==> config.mk <==
export PLATFORM = sky130hd
export DESIGN_NAME = dc_ctrl_top
export DESIGN_NICKNAME = d
export VERILOG_FILES = /design/src/design/dc_ctrl_pkg.sv /design/src/design/dc_req_fifo.sv /design/src/design/dc_miss_tracker.sv /design/src/design/dc_port_arbiter.sv /design/src/design/dc_ctrl_top.sv
export SDC_FILE = /design/constraint.sdc
export NUM_CORES = 2
export LEC_CHECK = 0
export BUFFER_PORTS_ARGS = -buffer_cell sky130_fd_sc_hd__buf_2
export CAP_MARGIN = 20
export CORE_UTILIZATION = 45
export CTS_BUF_LIST = sky130_fd_sc_hd__clkbuf_2
export CTS_CLUSTER_SIZE = 25
export DETAILED_ROUTE_END_ITERATION = 7
export GPL_TIMING_DRIVEN = 1
export PLACE_DENSITY = 0.62
export SLEW_MARGIN = 30
export SYNTH_ARGS = -nofsm -noshare
export SYNTH_HDL_FRONTEND = slang
export SYNTH_SLANG_ARGS = --single-unit
==> constraint.sdc <==
create_clock -name clk -period 9.1 [get_ports clk]
set_input_delay 1.82 -clock clk [delete_from_list [all_inputs] [get_ports clk]]
set_output_delay 1.82 -clock clk [all_outputs]
set_load 0.05 [all_outputs]
==> src/design/dc_ctrl_pkg.sv <==
package dc_ctrl_pkg;

  localparam int PADDR_W = 37; // physical line address
  localparam int REQ_W   = 5;
  localparam int NODE_W  = 5;

  typedef logic [REQ_W-1:0]  req_id_t;
  typedef logic [NODE_W-1:0] node_id_t;

  // node and request id as carried on the ring bus
  typedef struct packed {
    node_id_t node;
    req_id_t  req;
  } bus_tag_t;

  typedef struct packed {
    logic [PADDR_W-1:0] addr;
    req_id_t            req;
    logic               io;
    logic [4:0]         sz;
    logic [4:0]         bank0;
    logic [1:0]         low;
    logic               dupl;
    logic               want_excl;
  } rd_req_t;

  typedef struct packed {
    logic [PADDR_W-1:0] addr;
    req_id_t            req;
    logic               io;
    logic               dupl;
    logic               want_excl;
  } miss_req_t;

  typedef struct packed {
    logic [PADDR_W-1:0] addr;
    bus_tag_t           src_req;
    logic               mem_req;
    logic               io_req;
    logic               want_excl;
    logic               dupl;
    logic               code;
  } rbus_req_t;

  typedef struct packed {
    logic     used;
    logic     mem_reply;
    bus_tag_t dst_req;
  } rbus_reply_t;

  typedef enum logic {
    PORT_READ   = 1'b0,
    PORT_INSERT = 1'b1
  } port_kind_e;

  typedef struct packed {
    logic               valid;
    port_kind_e         kind;
    logic [PADDR_W-1:0] addr;
    req_id_t            req;
    logic               dupl;
    logic               want_excl;
  } cache_port_t;

endpackage

==> src/design/dc_req_fifo.sv <==
`timescale 1ns/1ps

module dc_req_fifo #(
  parameter type DATA_T     = logic [7:0],
  parameter int  DEPTH      = 20,
  parameter int  SKIP_LEVEL = 12
) (
  input  logic  clk,
  input  logic  rst,
  input  logic  push,
  input  DATA_T push_data,
  input  logic  pop,
  output DATA_T head,
  output logic  not_empty,
  output logic  skip
);

  localparam int PTR_W = $clog2(DEPTH);
  localparam int CNT_W = $clog2(DEPTH + 1);
  localparam logic [PTR_W-1:0] LAST_POS = PTR_W'(DEPTH - 1);
  localparam logic [CNT_W-1:0] SKIP_CNT = CNT_W'(SKIP_LEVEL);

  DATA_T            mem [DEPTH];
  logic [PTR_W-1:0] wr_pos;
  logic [PTR_W-1:0] rd_pos;
  logic [CNT_W-1:0] count;

  assign head      = mem[rd_pos];
  assign not_empty = count != '0;
  assign skip      = count >= SKIP_CNT; // early warning to the load pipe

  always_ff @(posedge clk) begin
    if (push) mem[wr_pos] <= push_data;
  end

  always_ff @(posedge clk) begin
    if (rst) begin
      wr_pos <= '0;
      rd_pos <= '0;
      count  <= '0;
    end else begin
      if (push) begin
        wr_pos <= (wr_pos == LAST_POS) ? '0 : wr_pos + 1'b1; // wraps, depth need not be 2^n
      end
      if (pop) begin
        rd_pos <= (rd_pos == LAST_POS) ? '0 : rd_pos + 1'b1;
      end
      // push and pop together leave count alone
      if (push && !pop) begin
        count <= count + 1'b1;
      end else if (pop && !push) begin
        count <= count - 1'b1;
      end
    end
  end

endmodule

==> src/design/dc_miss_tracker.sv <==
`timescale 1ns/1ps

module dc_miss_tracker
  import dc_ctrl_pkg::*;
#(
  parameter node_id_t NODE_ID = '0
) (
  input  logic        clk,
  input  logic        rst,
  input  miss_req_t   miss_head,
  input  logic        miss_valid,
  output logic        miss_pop,
  output logic        rbus_want,
  output rbus_req_t   rbus_req,
  input  logic        rbus_can,
  input  rbus_reply_t rbus_reply,
  output cache_port_t insert
);

  localparam int ENTRIES = 2 ** REQ_W;

  typedef struct packed {
    logic [PADDR_W-1:0] addr;
    logic               dupl;
  } pend_ent_t;

  pend_ent_t   pend_mem [ENTRIES];
  logic        init;
  req_id_t     init_cnt;
  logic        accept;
  rbus_reply_t reply_q;
  logic        reply_hit;
  pend_ent_t   reply_ent;

  // table clear, one entry per cycle after reset
  always_ff @(posedge clk) begin
    if (rst) begin
      init     <= 1'b1;
      init_cnt <= '0;
    end else if (init) begin
      init_cnt <= init_cnt + 1'b1;
      if (init_cnt == req_id_t'(ENTRIES - 1)) init <= 1'b0;
    end
  end

  assign rbus_want = miss_valid && !init;
  assign accept    = rbus_want && rbus_can;
  assign miss_pop  = accept;

  // head of miss queue goes straight out, stable until accepted
  always_comb begin
    rbus_req.addr         = miss_head.addr;
    rbus_req.src_req.node = NODE_ID;
    rbus_req.src_req.req  = miss_head.req;
    rbus_req.mem_req      = !miss_head.io;
    rbus_req.io_req       = miss_head.io;
    rbus_req.want_excl    = miss_head.want_excl;
    rbus_req.dupl         = miss_head.dupl;
    rbus_req.code         = miss_head.req[REQ_W-1] && !miss_head.req[REQ_W-2]; // code ids are 10xxx
  end

  always_ff @(posedge clk) begin
    if (init) begin
      pend_mem[init_cnt] <= '0;
    end else if (accept) begin
      pend_mem[miss_head.req] <= '{addr: miss_head.addr, dupl: miss_head.dupl};
    end
  end

  always_ff @(posedge clk) begin
    if (rst) reply_q <= '0;
    else     reply_q <= rbus_reply;
  end

  assign reply_hit = reply_q.used && reply_q.mem_reply && reply_q.dst_req.node == NODE_ID;
  assign reply_ent = pend_mem[reply_q.dst_req.req];

  always_comb begin
    insert.valid     = reply_hit;
    insert.kind      = PORT_INSERT;
    insert.addr      = reply_ent.addr;
    insert.req       = reply_q.dst_req.req;
    insert.dupl      = reply_ent.dupl;
    insert.want_excl = 1'b0; // line fill, never exclusive here
  end

endmodule

==> src/design/dc_port_arbiter.sv <==
`timescale 1ns/1ps

module dc_port_arbiter
  import dc_ctrl_pkg::*;
(
  input  cache_port_t insert,
  input  rd_req_t     rd_head,
  input  logic        rd_valid,
  output logic        rd_pop,
  output cache_port_t cache_port
);

  cache_port_t rd_op;
  logic        rd_grant;

  // read head as a port op
  always_comb begin
    rd_op.valid     = rd_valid;
    rd_op.kind      = PORT_READ;
    rd_op.addr      = rd_head.addr;
    rd_op.req       = rd_head.req;
    rd_op.dupl      = rd_head.dupl;
    rd_op.want_excl = rd_head.want_excl;
  end

  // insert always wins the port
  assign rd_grant = rd_valid && !insert.valid;
  assign rd_pop   = rd_grant; // only when actually presented

  always_comb begin
    if (insert.valid) begin
      cache_port = insert;
    end else begin
      cache_port = rd_op; // valid only with a queued read
    end
  end

endmodule

==> src/design/dc_ctrl_top.sv <==
`timescale 1ns/1ps

module dc_ctrl_top
  import dc_ctrl_pkg::*;
#(
  parameter node_id_t NODE_ID    = 0,
  parameter int       RD_DEPTH   = 20,
  parameter int       SKIP_LEVEL = 12,
  parameter int       MISS_DEPTH = 28
) (
  input  logic        clk,
  input  logic        rst,
  input  logic        rd_en,
  input  rd_req_t     rd_req,
  input  logic        miss_en,
  input  miss_req_t   miss_req,
  input  logic        rbus_can,
  input  rbus_reply_t rbus_reply,
  output logic        do_skip,
  output logic        rbus_want,
  output rbus_req_t   rbus_req,
  output cache_port_t cache_port
);

  rd_req_t     rd_head;
  logic        rd_valid;
  logic        rd_pop;
  miss_req_t   miss_head;
  logic        miss_valid;
  logic        miss_pop;
  cache_port_t insert;

  dc_req_fifo #(
    .DATA_T     (rd_req_t),
    .DEPTH      (RD_DEPTH),
    .SKIP_LEVEL (SKIP_LEVEL)
  ) u_rd_fifo (
    .clk       (clk),
    .rst       (rst),
    .push      (rd_en),
    .push_data (rd_req),
    .pop       (rd_pop),
    .head      (rd_head),
    .not_empty (rd_valid),
    .skip      (do_skip)
  );

  // miss queue has no skip output in use
  dc_req_fifo #(
    .DATA_T     (miss_req_t),
    .DEPTH      (MISS_DEPTH),
    .SKIP_LEVEL (MISS_DEPTH)
  ) u_miss_fifo (
    .clk       (clk),
    .rst       (rst),
    .push      (miss_en),
    .push_data (miss_req),
    .pop       (miss_pop),
    .head      (miss_head),
    .not_empty (miss_valid),
    .skip      ()
  );

  dc_miss_tracker #(
    .NODE_ID (NODE_ID)
  ) u_miss_tracker (
    .clk        (clk),
    .rst        (rst),
    .miss_head  (miss_head),
    .miss_valid (miss_valid),
    .miss_pop   (miss_pop),
    .rbus_want  (rbus_want),
    .rbus_req   (rbus_req),
    .rbus_can   (rbus_can),
    .rbus_reply (rbus_reply),
    .insert     (insert)
  );

  dc_port_arbiter u_port_arbiter (
    .insert     (insert),
    .rd_head    (rd_head),
    .rd_valid   (rd_valid),
    .rd_pop     (rd_pop),
    .cache_port (cache_port)
  );

endmodule

# After elaboration in Yosys (flattened, before gate mapping)
# Memories as Yosys holds them, arrays and structs flattened. A register that Yosys moved wholly into a read port is not among the register bits.
# Cells that the tools add are included.
# word_totals
mem_bits_ro	0
input_bits	119
latch_bits	0
word_cells	82
ff_bits	48
mem_count	3
ram_bits	3616
# memory_table
name	depth	width	read_ports	rd_clocked_by_memory_dff	wr	line	rtl
u_miss_fifo.mem	28	45	1	1	1	dc_req_fifo.sv:23	DATA_T mem [DEPTH];
u_miss_tracker.pend_mem	32	38	1	1	1	dc_miss_tracker.sv:27	pend_ent_t pend_mem [ENTRIES];
u_rd_fifo.mem	20	57	1	1	1	dc_req_fifo.sv:23	
# op_classes
shifts	0
multipliers	0
bitwise	0
add_sub_neg	9
n_reduce_logical	24
order_cmp	1
div	0
n_eq_ne	5
mux	28
# ops
cell	count
$mux 5	14
$mux 46	1
$mux 38	1
$reduce_or 38->1	1
$add 5x1->5 const B	7
$eq 5x5->1 const B	5
$mux 1	12
$logic_and 1x1->1	10
$reduce_bool 5->1	2
$sub 5x1->5 const B	2
$logic_not 1->1	8
$ge 5x4->1 const B	1
$logic_not 5->1	1
$reduce_bool 2->1	2

# Logic depth before layout (Yosys ltp)
# logic_depth
depth_word	8
depth_mapped	13
mapped_depth_nobuf	13

# Hierarchy
# From an unflattened synthesis, not the netlist that was laid out.
# hier_totals
hier_cells	7779
area_unflattened_um2	143341.2
# by_module_without_submodules
mod	area_each_um2	cells_per_inst	seq_area_each_um2	n_inst
dc_req_fifo (u_miss_fifo)	49486.2	2545	38236.7	1
dc_miss_tracker	48590.4	2808	36875.4	1
dc_req_fifo (u_rd_fifo)	44599.0	2374	34633.2	1
dc_port_arbiter	665.6	52	0.0	1

# Least setup slack after synthesis
# Ideal clock, no wire load.
# synth_path
path_kind	input -> register
startpoint	input port rbus_can
endpoint	memory u_miss_tracker.pend_mem[6][0] in the netlist's numbering, enable pin
required_ns	8.558
t_arrival_ns	6.723
setup_slack_ns	1.835
stages	6
path_cell_list	and2_1 -> inv_2 -> o41ai_2 -> nand2b_1 -> buf_1 -> nor4b_1
# synth_via
elab_chain_len	6
# synth_rtl
item	line	rtl
start, declared	dc_ctrl_top.sv:17	input logic rbus_can,
$logic_and 1x1->1 (*)	dc_miss_tracker.sv:47	assign accept = rbus_want && rbus_can;
$mux 1 (*)	dc_miss_tracker.sv:65	end else if (accept) begin
$mux 1 (*)	dc_miss_tracker.sv:63	if (init) begin
$mux 1 (not written as such) (*)	dc_miss_tracker.sv:66	pend_mem[miss_head.req] <= '{addr: miss_head.addr, dupl: miss_head.dupl};
$reduce_or 38->1 (no source line)	n/a	
$mux 5 (no source line) or $mux 1 (tied branches)	n/a	
end, declared	dc_miss_tracker.sv:27	
# Every way passes the cells marked *; elsewhere a longest branch is shown, timed or not.

==> flow_metrics.py <==
metrics = {
    "outcome": {
        "outcome": "finished, violations left",
        "violations": "antenna violations",
    },
    "clock_tree": {
        "cts-root-buf": "clkbuf_2",
        "cts_tree": "yes",
        "h-tree-depth": 6,
        "clk_transition_reported_paths_ns": 0.10,
        "cts-resized-gates": 0,
        "cts_sinks": 3414,
        "clockBufferDepth": 4,
        "worstSkewPairLatency_ns": 2.20,
        "cts_buffers": 828,
    },
    "yosys": {
        "synth_cell_type_count": 52,
        "ys_warn_count": 0,
        "synthFlopType": "edfxtp_1",
        "syn_area_per_cell_um2": 23.8,
        "synth_area_leaders": "edfxtp_1, mux4_2, mux2i_1",
        "synthCells": 5495,
        "async_flop_share": 0,
        "synth_top_area_frac": 0.770,
        "ys_seq_area_frac": 0.779,
        "yosys.area.top_type": "edfxtp_1",
        "ys_seq_elements": 3414,
        "syn-cell-area_um2": 131000,
        "synth_edf_count": 3356,
    },
    "grt": {
        "antenna_found_initial": 38,
        "grt_overflow": 0,
        "grt_usage": 0.217,
        "grt_max_degree": 121,
        "grt_pass1_wl_um": 456000,
        "grt_pass1_vias": 66100,
    },
    "placed_design": {
        "io_buffers": 200,
        "placed_cells": 9420,
        "place_area_um2": 138000,
        "hpwlAfterDp_um": 167000,
        "gp_congestion": 0.750,
    },
    "drt": {
        "vias": 63000,
        "first_pass_iters": 6,
        "drt_wl_total_um": 319000,
        "ant_nets": 1,
        "drc": 0,
        "wl_per_cell_um": 29.0,
        "viasPerCell": 5.73,
        "dr.first_iter.drc_count": 6777,
    },
    "pwr": {
        "power_leakage_nw": 44.1,
        "power.density_nw_per_um2": 211,
        "peakVddDrop_mv": 0.244,
    },
    "run": {
        "drv_cap": 0,
    },
    "timing": {
        "tns_ns": 0,
        "layout_min_cycle_time_ns": 7.62,
        "hold_ws_ns": 0.274,
        "rsz0062_at_grt": "false",
        "skew_ns": 0.269,
        "max_freq_mhz": 131,
        "min_period_over_period": 0.837,
        "relSlewSlack": 0.319,
        "finalMaxSlewViolations": 0,
        "final_hold_viol_count": 0,
        "setup_viol": 0,
        "tightest_slew_ns": 1.01,
    },
    "worst_setup_path": {
        "critical-path-max-stage-delay_ns": 0.93,
        "r2r_slack_ns": 4.06,
        "crit_type": "register to primary output",
        "end_kind": "primary output",
        "start_kind": "register",
        "crit_chain": "buf_12, mux4_2, mux4_2, mux2_2, nand2_1, o21ai_0, buf_2",
        "crit_required_ns": 7.28,
        "path_max_fanout": 102,
        "arrival_ns": 5.80,
        "crit_path_frequent_cell": "mux4_2",
        "cp_slowest_cell": "dfxtp_4",
    },
    "cells_and_area": {
        "mostFrequentLayoutCell": "edfxtp_1",
        "num-fill-cells": 23100,
        "stdcell_area_um2": 146000,
        "syn_to_final_growth_pct": 11.5,
        "mostFrequentLayoutCells": "edfxtp_1, clkbuf_2, mux4_2",
        "fin_cells": 11000,
        "final_util": 0.506,
        "drive_above_1_share": 0.390,
        "fin_nets": 6603,
    },
    "floorplan": {
        "coreArea_um2": 289000,
        "die_w_um": 541,
        "io_pins": 219,
        "rows": 197,
        "design.die.area_um2": 293000,
        "initial_core_util": 0.453,
        "dieHeight_um": 541,
    },
    "worst_hold_path": {
        "hold_path.class": "primary input to register",
    },
}
-- per-stage QoR --
| step | power [W] | setup slack (ns) |
|---|---|---|
| after floorplan | 0.0202 | 1.84 |
| after global placement | 0.0213 | 3.32 |
| after detailed placement | 0.0213 | 3.29 |
| after CTS | 0.0311 | 0.918 |
| after global routing | 0.0320 | 1.12 |
| final | 0.0308 | 1.48 |
-- final cells by class --
cell class	instances	area, µm²	area share
clock buffer	1190	5960	0.0408
tap	3880	4850	0.0333
multi-input combinational	1766	28000	0.191
inverter	14	60.1	0.000411
antenna	21	52.6	0.000360
clock inverter	256	1420	0.00970
sequential	3414	102000	0.699
timing repair buffer	438	3690	0.0253
-- logic make-up (layout without fill, tap and decap cells) --
group | Yosys count | in the layout | synth area share
xor gates and xnor gates | 15 | 15 | 0.00100
DFF | 3414 | 3414 | 0.779
and+or+nand+nor | 362 | 362 | 0.0146
AOI/OAI and AO/OA | 202 | 202 | 0.0104
adders and majority gates | 22 | 22 | 0.00222
muxes | 1160 | 1160 | 0.182
other | 1 | 26 | 0.0000286
buffers and inverters | 319 | 1898 | 0.0111
-- power breakdown --
part | total (W) | leakage [nW] | switching [W] | internal (W)
Clock | 0.00985 | 5.56 | 0.00608 | 0.00376
Sequential | 0.0175 | 29.4 | 0.000144 | 0.0173
Combinational | 0.00348 | 9.09 | 0.00201 | 0.00147
Total | 0.0308 | 44.1 | 0.00823 | 0.0225
-- per-layer routing --
layer  global-route usage  vias to the layer above  part of all wire
met5                    0                        -           0.00058
met4               0.0676                       28             0.023
met3               0.0472                      458             0.078
met2                0.349                     2584              0.49
met1                0.299                    33900              0.41
li1                     -                    26000                 -
-- what timing repair did --
item	in CTS	in global routing
endpoints found under the hold margin	1651	0
buffers inserted	0	0
hold buffers	89	0
-- final timing paths --
kind	startpoint	depth (start not counted)	endpoint
max	u_miss_tracker.insert[3]$_SDFF_PP0_	7	cache_port[11]
min	miss_req[39]	1	u_miss_fifo.mem[6][39]$_DFFE_PP_
max reg2reg	register	8	u_miss_tracker.pend_mem[3][11]$_DFFE_PP_
min reg2reg	u_miss_fifo.rd_pos[1]$_SDFFE_PP0N_	2	u_miss_fifo.rd_pos[1]$_SDFFE_PP0N_
-- worst max-delay path, delay by kind of cell (launching register included) --
kind	cells	cell delay, ns
flops	1	0.93
buf+inv	2	0.86
simple gates	1	0.10
compound gates	1	0.31
mux	3	1.31
-- registers in the layout (all words and copies together), names as in the netlist, 7 cells and up, named ones only --
name	count
u_rd_fifo.mem	880
u_miss_tracker.reply_q	7
u_miss_tracker.pend_mem	1216
u_miss_fifo.mem	1260
-- synthesized netlist by cell type, types with 2 or more instances --
cell type and number:
nor4b_1 15, mux4_2 970, nand3b_1 2, nor3_1 14
nor3b_1 3, nor2_1 85, inv_2 2, dfxtp_1 58
or2_2 2, a211oi_1 41, nor2b_1 25, mux2_2 43
nand2_1 71, or4_1 2, o41ai_2 2, a21oi_1 33
buf_6 11, or3_1 4, o21ai_0 50, inv_1 12
mux2i_1 146, xor2_1 10, and3_1 14, a22oi_1 20
buf_4 15, fa_1 2, clkbuf_1 151, a21o_1 44
xnor2_1 5, nor4_1 16, edfxtp_1 3356, buf_2 98
and2_1 76, buf_1 30, o221ai_1 4, ha_1 20
nand3_1 12, nand2b_1 13, nand4_1 4, nor4b_2 2
Note: power is estimated with default switching activity, not from simulation.
